<file path="src/hw/lsu_pkg.sv">
package lsu_pkg;

    // data word and its byte enables.
    typedef logic [63:0] word_t;
    typedef logic [7:0]  strb_t;

    // word address inside the core, byte address on the bus.
    typedef logic [12:0] waddr_t;
    typedef logic [15:0] baddr_t;

    typedef logic [1:0] resp_t;

    localparam resp_t RESP_OKAY   = 2'd0;
    localparam resp_t RESP_SLVERR = 2'd2;

    // cache geometry, index from the low word address bits.
    localparam int CACHE_LINES = 32;
    localparam int IDX_W       = 5;
    localparam int TAG_W       = 8;

    typedef logic [IDX_W-1:0] idx_t;
    typedef logic [TAG_W-1:0] tag_t;

    // top word address bit selects the uncacheable region.
    localparam waddr_t UNCACHEABLE_MASK = 13'h1000;

    localparam int TIMEOUT_CYCLES = 64;
    localparam int TIMER_W        = $clog2(TIMEOUT_CYCLES + 1);

    typedef enum logic [2:0] {
        IDLE,
        LOAD_CHECK,
        LOAD_PENDING,
        STORE_CHECK,
        STORE_PENDING
    } lsu_state_t;

endpackage

</file>
<file path="src/hw/bus_timer.sv">
`timescale 1ns/1ns

module bus_timer
    import lsu_pkg::*;
(
    input  logic clk,
    input  logic rst,
    input  logic run,
    output logic expired
);

    logic [TIMER_W-1:0] count;

    // saturates at the limit until run drops.
    always_ff @(posedge clk) begin
        if (rst) begin
            count <= '0;
        end else if (!run) begin
            count <= '0;
        end else if (!expired) begin
            count <= count + 1'b1;
        end
    end

    assign expired = run && (count == TIMER_W'(TIMEOUT_CYCLES));

endmodule

</file>
<file path="src/hw/dcache.sv">
`timescale 1ns/1ns

module dcache
    import lsu_pkg::*;
(
    input  logic   clk,
    input  logic   rst,
    input  waddr_t rd_addr,
    input  logic   we,
    input  waddr_t wr_addr,
    input  word_t  wr_data,
    output word_t  rd_data,
    output logic   hit
);

    logic [CACHE_LINES-1:0] valid;
    tag_t                   tag_mem  [CACHE_LINES];
    word_t                  data_mem [CACHE_LINES];

    idx_t rd_idx;
    tag_t rd_tag;
    idx_t wr_idx;
    tag_t wr_tag;
    logic fwd;

    assign rd_idx = rd_addr[IDX_W-1:0];
    assign rd_tag = rd_addr[IDX_W +: TAG_W];
    assign wr_idx = wr_addr[IDX_W-1:0];
    assign wr_tag = wr_addr[IDX_W +: TAG_W];

    // a write to the line being read is seen by the same lookup.
    assign fwd = we && (wr_idx == rd_idx);

    always_ff @(posedge clk) begin
        if (rst) begin
            valid <= '0;
        end else if (we) begin
            valid[wr_idx] <= 1'b1;
        end
    end

    // replaces whatever address held the line before.
    always_ff @(posedge clk) begin
        if (we) begin
            tag_mem[wr_idx]  <= wr_tag;
            data_mem[wr_idx] <= wr_data;
        end
    end

    always_ff @(posedge clk) begin
        if (rst) begin
            hit <= 1'b0;
        end else if (fwd) begin
            hit <= wr_tag == rd_tag;
        end else begin
            hit <= valid[rd_idx] && (tag_mem[rd_idx] == rd_tag);
        end
    end

    always_ff @(posedge clk) begin
        if (fwd) begin
            rd_data <= wr_data;
        end else begin
            rd_data <= data_mem[rd_idx];
        end
    end

endmodule

</file>
<file path="src/hw/lsu_ctrl.sv">
`timescale 1ns/1ns

module lsu_ctrl
    import lsu_pkg::*;
(
    input  logic  clk,
    input  logic  rst,
    input  logic  issue,
    input  logic  do_load,
    input  logic  do_store,
    input  logic  hit,
    input  logic  uncacheable,
    input  logic  full_mask,
    input  logic  arready,
    input  logic  rvalid,
    input  resp_t rresp,
    input  logic  awready,
    input  logic  wready,
    input  logic  expired,
    output logic  done,
    output logic  access_fault,
    output logic  capture,
    output logic  cache_we,
    output logic  fill_sel,
    output logic  timer_run,
    output logic  arvalid,
    output logic  rready,
    output logic  awvalid,
    output logic  wvalid
);

    lsu_state_t state;
    lsu_state_t state_next;
    lsu_state_t issue_state;

    logic load_miss;
    logic r_ok;
    logic aw_seen;
    logic w_seen;
    logic aw_ok;
    logic w_ok;

    assign load_miss = !hit || uncacheable;
    assign r_ok      = rresp == RESP_OKAY;

    // a channel counts as done in its transfer cycle or after.
    assign aw_ok = aw_seen || (awvalid && awready);
    assign w_ok  = w_seen || (wvalid && wready);

    assign rready    = state == LOAD_PENDING;
    assign fill_sel  = state == LOAD_PENDING;
    assign timer_run = (state == LOAD_PENDING) || (state == STORE_PENDING);
    assign capture   = issue && ((state == IDLE) || done);

    always_comb begin
        done         = 1'b0;
        access_fault = 1'b0;
        cache_we     = 1'b0;
        case (state)
            LOAD_CHECK: begin
                done = !load_miss;
            end
            LOAD_PENDING: begin
                if (rvalid) begin
                    done         = 1'b1;
                    access_fault = !r_ok;
                    cache_we     = r_ok && !uncacheable;
                end else if (expired) begin
                    done         = 1'b1;
                    access_fault = 1'b1;
                end
            end
            STORE_CHECK: begin
                cache_we = !uncacheable && (hit || full_mask);
            end
            STORE_PENDING: begin
                if (aw_ok && w_ok) begin
                    done = 1'b1;
                end else if (expired) begin
                    done         = 1'b1;
                    access_fault = 1'b1;
                end
            end
            default: ;
        endcase
    end

    always_comb begin
        if (do_load) begin
            issue_state = LOAD_CHECK;
        end else if (do_store) begin
            issue_state = STORE_CHECK;
        end else begin
            issue_state = IDLE;
        end
    end

    always_comb begin
        state_next = state;
        case (state)
            IDLE: begin
                if (issue) begin
                    state_next = issue_state;
                end
            end
            LOAD_CHECK: begin
                if (load_miss) begin
                    state_next = LOAD_PENDING;
                end
            end
            STORE_CHECK: begin
                state_next = STORE_PENDING;
            end
            default: ;
        endcase
        // back-to-back issue in the done cycle.
        if (done) begin
            state_next = issue ? issue_state : IDLE;
        end
    end

    always_ff @(posedge clk) begin
        if (rst) begin
            state <= IDLE;
        end else begin
            state <= state_next;
        end
    end

    always_ff @(posedge clk) begin
        if (rst) begin
            arvalid <= 1'b0;
        end else if ((state == LOAD_CHECK) && load_miss) begin
            arvalid <= 1'b1;
        end else if (arready || expired) begin
            arvalid <= 1'b0;
        end
    end

    always_ff @(posedge clk) begin
        if (rst) begin
            awvalid <= 1'b0;
            wvalid  <= 1'b0;
        end else if (state == STORE_CHECK) begin
            awvalid <= 1'b1;
            wvalid  <= 1'b1;
        end else begin
            if (awready || expired) begin
                awvalid <= 1'b0;
            end
            if (wready || expired) begin
                wvalid <= 1'b0;
            end
        end
    end

    always_ff @(posedge clk) begin
        if (rst) begin
            aw_seen <= 1'b0;
            w_seen  <= 1'b0;
        end else if (done) begin
            aw_seen <= 1'b0;
            w_seen  <= 1'b0;
        end else begin
            if (awvalid && awready) begin
                aw_seen <= 1'b1;
            end
            if (wvalid && wready) begin
                w_seen <= 1'b1;
            end
        end
    end

endmodule

</file>
<file path="src/hw/lsu_datapath.sv">
`timescale 1ns/1ns

module lsu_datapath
    import lsu_pkg::*;
(
    input  logic   clk,
    input  logic   rst,
    input  logic   issue,
    input  logic   capture,
    input  logic   fill_sel,
    input  waddr_t addr,
    input  word_t  store_data,
    input  strb_t  store_mask,
    input  word_t  rd_data,
    input  word_t  rdata,
    output waddr_t rd_addr,
    output waddr_t wr_addr,
    output word_t  wr_data,
    output word_t  load_data,
    output logic   uncacheable,
    output logic   full_mask,
    output baddr_t araddr,
    output baddr_t awaddr,
    output word_t  wdata,
    output strb_t  wstrb
);

    waddr_t addr_buf;
    word_t  data_buf;
    strb_t  mask_buf;
    word_t  merged;

    always_ff @(posedge clk) begin
        if (capture) begin
            addr_buf <= addr;
            data_buf <= store_data;
            mask_buf <= store_mask;
        end
    end

    // new requests look up the cache in their issue cycle.
    assign rd_addr = issue ? addr : addr_buf;

    always_ff @(posedge clk) begin
        if (rst) begin
            uncacheable <= 1'b0;
        end else begin
            uncacheable <= (rd_addr & UNCACHEABLE_MASK) != '0;
        end
    end

    // stored bytes over the cached word.
    always_comb begin
        for (int i = 0; i < $bits(strb_t); i++) begin
            merged[i*8 +: 8] = mask_buf[i] ? data_buf[i*8 +: 8] : rd_data[i*8 +: 8];
        end
    end

    assign wr_addr   = addr_buf;
    assign wr_data   = fill_sel ? rdata : merged;
    assign load_data = fill_sel ? rdata : rd_data;
    assign full_mask = mask_buf == '1;

    assign araddr = {addr_buf, 3'b000};
    assign awaddr = {addr_buf, 3'b000};
    assign wdata  = data_buf;
    assign wstrb  = mask_buf;

endmodule

</file>
<file path="src/hw/lsu_top.sv">
`timescale 1ns/1ns

module lsu_top
    import lsu_pkg::*;
(
    input  logic   clk,
    input  logic   rst,
    input  logic   issue,
    input  logic   do_load,
    input  logic   do_store,
    input  waddr_t addr,
    input  word_t  store_data,
    input  strb_t  store_mask,
    output logic   done,
    output word_t  load_data,
    output logic   access_fault,
    output logic   arvalid,
    input  logic   arready,
    output baddr_t araddr,
    input  logic   rvalid,
    output logic   rready,
    input  word_t  rdata,
    input  resp_t  rresp,
    output logic   awvalid,
    input  logic   awready,
    output baddr_t awaddr,
    output logic   wvalid,
    input  logic   wready,
    output word_t  wdata,
    output strb_t  wstrb,
    input  logic   bvalid,
    output logic   bready,
    input  resp_t  bresp
);

    logic   cache_we;
    logic   fill_sel;
    logic   capture;
    logic   timer_run;
    logic   expired;
    logic   uncacheable;
    logic   full_mask;
    logic   hit;
    waddr_t rd_addr;
    waddr_t wr_addr;
    word_t  wr_data;
    word_t  rd_data;

    // write responses are always accepted.
    assign bready = 1'b1;

    lsu_ctrl ctrl_i (
        .clk          (clk),
        .rst          (rst),
        .issue        (issue),
        .do_load      (do_load),
        .do_store     (do_store),
        .hit          (hit),
        .uncacheable  (uncacheable),
        .full_mask    (full_mask),
        .arready      (arready),
        .rvalid       (rvalid),
        .rresp        (rresp),
        .awready      (awready),
        .wready       (wready),
        .expired      (expired),
        .done         (done),
        .access_fault (access_fault),
        .capture      (capture),
        .cache_we     (cache_we),
        .fill_sel     (fill_sel),
        .timer_run    (timer_run),
        .arvalid      (arvalid),
        .rready       (rready),
        .awvalid      (awvalid),
        .wvalid       (wvalid)
    );

    bus_timer timer_i (
        .clk     (clk),
        .rst     (rst),
        .run     (timer_run),
        .expired (expired)
    );

    lsu_datapath datapath_i (
        .clk         (clk),
        .rst         (rst),
        .issue       (issue),
        .capture     (capture),
        .fill_sel    (fill_sel),
        .addr        (addr),
        .store_data  (store_data),
        .store_mask  (store_mask),
        .rd_data     (rd_data),
        .rdata       (rdata),
        .rd_addr     (rd_addr),
        .wr_addr     (wr_addr),
        .wr_data     (wr_data),
        .load_data   (load_data),
        .uncacheable (uncacheable),
        .full_mask   (full_mask),
        .araddr      (araddr),
        .awaddr      (awaddr),
        .wdata       (wdata),
        .wstrb       (wstrb)
    );

    dcache dcache_i (
        .clk     (clk),
        .rst     (rst),
        .rd_addr (rd_addr),
        .we      (cache_we),
        .wr_addr (wr_addr),
        .wr_data (wr_data),
        .rd_data (rd_data),
        .hit     (hit)
    );

endmodule

</file>
<file path="config.mk">
export PLATFORM = sky130hd
export DESIGN_NAME = lsu_top
export DESIGN_NICKNAME = d
export VERILOG_FILES = /design/src/hw/lsu_pkg.sv /design/src/hw/bus_timer.sv /design/src/hw/dcache.sv /design/src/hw/lsu_ctrl.sv /design/src/hw/lsu_datapath.sv /design/src/hw/lsu_top.sv
export SDC_FILE = /design/constraint.sdc
export NUM_CORES = 2
export LEC_CHECK = 0
export CELL_PAD_IN_SITES_DETAIL_PLACEMENT = 1
export CELL_PAD_IN_SITES_GLOBAL_PLACEMENT = 2
export CORE_ASPECT_RATIO = 0.75
export CORE_MARGIN = 3
export CORE_UTILIZATION = 54
export CTS_CLUSTER_DIAMETER = 150
export DETAILED_ROUTE_END_ITERATION = 12
export DONT_BUFFER_PORTS = 1
export PLACE_DENSITY_LB_ADDON = 0.25
export SYNTH_ARGS = -nofsm -noshare
export SYNTH_HDL_FRONTEND = slang
export SYNTH_SLANG_ARGS = --single-unit
</file>
<file path="constraint.sdc">
create_clock -name clk -period 16.2 [get_ports clk]
set_clock_uncertainty 0.2 [all_clocks]
set_input_delay 0 -clock clk [delete_from_list [all_inputs] [get_ports clk]]
set_output_delay 0 -clock clk [all_outputs]
set_load 0.01 [all_outputs]
</file>
==> reports/metrics.yaml <==
detailed_routing:
  first_pass_iters: 5
  drt_wl_total_um: 251000
  viasPerCell: 6.53
  drc: 0
  drtAntennaViolNets: 0
  drt_iter0_markers: 5807
  wl_per_cell_um: 34.8
  num_vias: 47000
cts:
  cts_buffer_depth: 3
  cts_root_buffer: "clkbuf_16"
  cts_tree: "done"
  post_cts_buffers: 0
  htree_levels: 4
  cts_buffers: 222
  cts_resized: 0
  clk_pin_slew_worst_paths_ps: 60
  cts-hold-fix-buffers: 267
  numClockSinks: 2443
  clock_latency_ps: 860
synth:
  yosys_most_used_dff: "edfxtp_1"
  async_flop_share_pct: 0
  ys_types: 63
  synth_top_area_share_pct: 75.8
  syn_avg_cell_area_um2: 21.7
  post_synth_main_area_contributors: "edfxtp_1 76%, mux4_2 16%, mux2i_1 1.4%, dfxtp_1 1.1%, nor2_1 1.1%"
  seq_area_frac_synth_pct: 76.9
  synth_common_cells: "2389 x edfxtp_1, 654 x mux4_2, 287 x nor2_1, 166 x nand2_1, 134 x clkbuf_1"
  synth_enable_flop_cells: 2389
  synthesis.area_um2: 94700
  yosys_warnings: 0
  synth_most_common_cell: "edfxtp_1"
  yosys.area.top_type: "edfxtp_1"
  netlist_instances: 4359
  synth-seq-cells: 2443
worst_setup_path:
  cpPeakStageDelay_ps: 900
  timing.critical_path.to: "load_data[17]"
  reg2regPathDepth: 11
  crit_path_cell_trace: "buf_4 -> buf_4 -> buf_12 -> mux4_2 -> mux4_2 -> mux2_2 -> nor2_1 -> nor2_1"
  ff2ff_setup_slack_ps: 10010
  slowest_stage: "dfxtp_4"
  r2r_start: "ctrl_i.state[1]"
  arrival_ps: 6080
  crit_fanout: 96
  worst-setup-path-type: "flop to primary output"
  regToRegEndpoint: "dcache_i.tag_mem[16][2]"
  crit_path_start_kind: "flop"
  cp-end-kind: "primary output"
  required_ps: 16000
sta:
  relSlewSlack_pct: 9.87
  slew_viol_final: 0
  hold_violations: 0
  finalSetupViolations: 0
  worst_hold_slack_ps: 23.1
  fmax_mhz: 159
  rsz0062_at_grt: "false"
  setup_tns_ps: 0
  min_period_ps: 6280
  fin_ws_ps: 9920
  fin_crit_sh_pct: 38.7
  tightestPinTransition_ps: 1350
global_route:
  grt_usage_pct: 28.1
  antenna_found_initial: 5
  grt_pass1_wl_um: 361000
  grt_max_degree: 159
  gr-total-overflow: 0
  first_global_vias: 48700
place:
  dpl_worst_slack_ps: 9970
  hpwl_um: 125000
  port_buffers: 0
  globalplace.congestion: 0.730
run_status:
  status: "completed"
final_layout:
  seqCellArea_um2: 72800
  syn2layout_area_growth_pct: 13.9
  utilization_pct: 62.2
  multi_input_area_um2: 21200
  fillers: 14000
  drive_above_1_share_pct: 26.0
  nNetsFinal: 4896
floorplanning:
  die_w_um: 489
  start_util_pct: 54.6
  core_area_um2: 173000
  io_pins: 338
  die_area_um2: 180000
  rows: 132
  fp.dieH_um: 369
power_and_ir_drop:
  p_per_area_nw_per_um2: 133
  ir_drop_mv: 0.0917
  p_leak_nw: 34.0
hold_path:
  hp-start: "rdata[28]"
  min_path_type: "input port to flop"
run:
  drv_cap: 0
==> cells by family after synthesis <==
kind of cell,count (synthesis),share of synthesized area [%]
AOI/OAI and AO/OA,190,1.20
DFF,2443,76.9
adders and majority gates,2,0.0264
muxes,856,17.8
xor gates and xnor gates,22,0.204
and+or+nand+nor,580,2.55
other,2,0.00793
buffers and inverters,264,1.27
==> per-stage QoR <==
step	instances	power (W)	cell area, um2
final	7205	0.0143	108000
after global routing	7204	0.0148	108000
after CTS	7198	0.0144	108000
after detailed placement	6516	0.00919	97900
after global placement	6516	0.00913	97900
after floorplan	4364	0.00865	94700
==> flip-flops by register name, summed over array words and instances (netlist names), 3 cells and up, named ones only <==
register            flops
ctrl_i.state            3
dcache_i.tag_mem      256
datapath_i.wr_addr     13
dcache_i.valid         32
timer_i.count           7
dcache_i.data_mem    2048
datapath_i.wstrb        8
datapath_i.wdata       64
==> cell usage in the layout (no fill, tap or decap), types with 5 or more instances in the layout <==
cell           count
clkbuf_16        223
a31oi_1           17
mux2_2            67
dfxtp_1           49
bufinv_16         19
o211ai_1          11
clkinvlp_4         9
dfxtp_4            5
clkinv_2          45
clkinv_8           6
clkbuf_1          45
edfxtp_1        2389
a21oi_4           11
nor2_1           254
nor2b_1            7
nand2_1          166
buf_12             8
xnor2_1            6
a21oi_2           52
mux2i_1          132
nand2b_1           8
nand3_1           70
nor3_1             8
dlygate4sd3_1    264
diode_2            5
buf_4            121
o21ai_0            9
conb_1             7
nor2_4            32
clkinv_1          57
a21oi_1           52
nand4_1           12
mux4_2           654
xor2_1            16
inv_1              7
==> power breakdown <==
part	internal [W]	switching, W
sequential	0.00743	0.0000767
combinational	0.000555	0.00106
clock	0.00284	0.00234
==> cell type report <==
type	count	area share [%]
Sequential cell	2443	67.6
Tap cell	2278	2.64
Timing Repair Buffer	395	3.47
Antenna cell	5	0.0116
Clock buffer	268	5.33
Inverter	12	0.0487
Clock inverter	147	1.25
Multi-Input combinational cell	1657	19.7
==> worst max-delay path: cells and delay by family (launching register included) <==
| family | cells | cell delay, ps |
|---|---|---|
| buffers and inverters | 3 | 2360 |
| muxes | 3 | 1500 |
| DFF | 1 | 900 |
| and+or+nand+nor | 2 | 240 |
==> worst min path at each step <==
stage	to	slack, ps	depth (start not counted)
after floorplan	datapath_i.wdata[0]	-100	0
after global placement	ctrl_i.arvalid	-130	1
after detailed placement	ctrl_i.arvalid	-120	1
after CTS	dcache_i.data_mem[21][32]	20	3
after global routing	dcache_i.data_mem[28][11]	9	3
final	dcache_i.data_mem[21][28]	20	3
==> per-layer routing <==
layer,track usage [%],up-vias,share of wire [%]
met1,41.2,25600,40
li1,-,18800,-
met2,45.1,2226,50
met3,4.46,345,8.0
met4,6.81,0,2.3
met5,0,-,0
No activity file was read; power rests on OpenSTA's default activity.
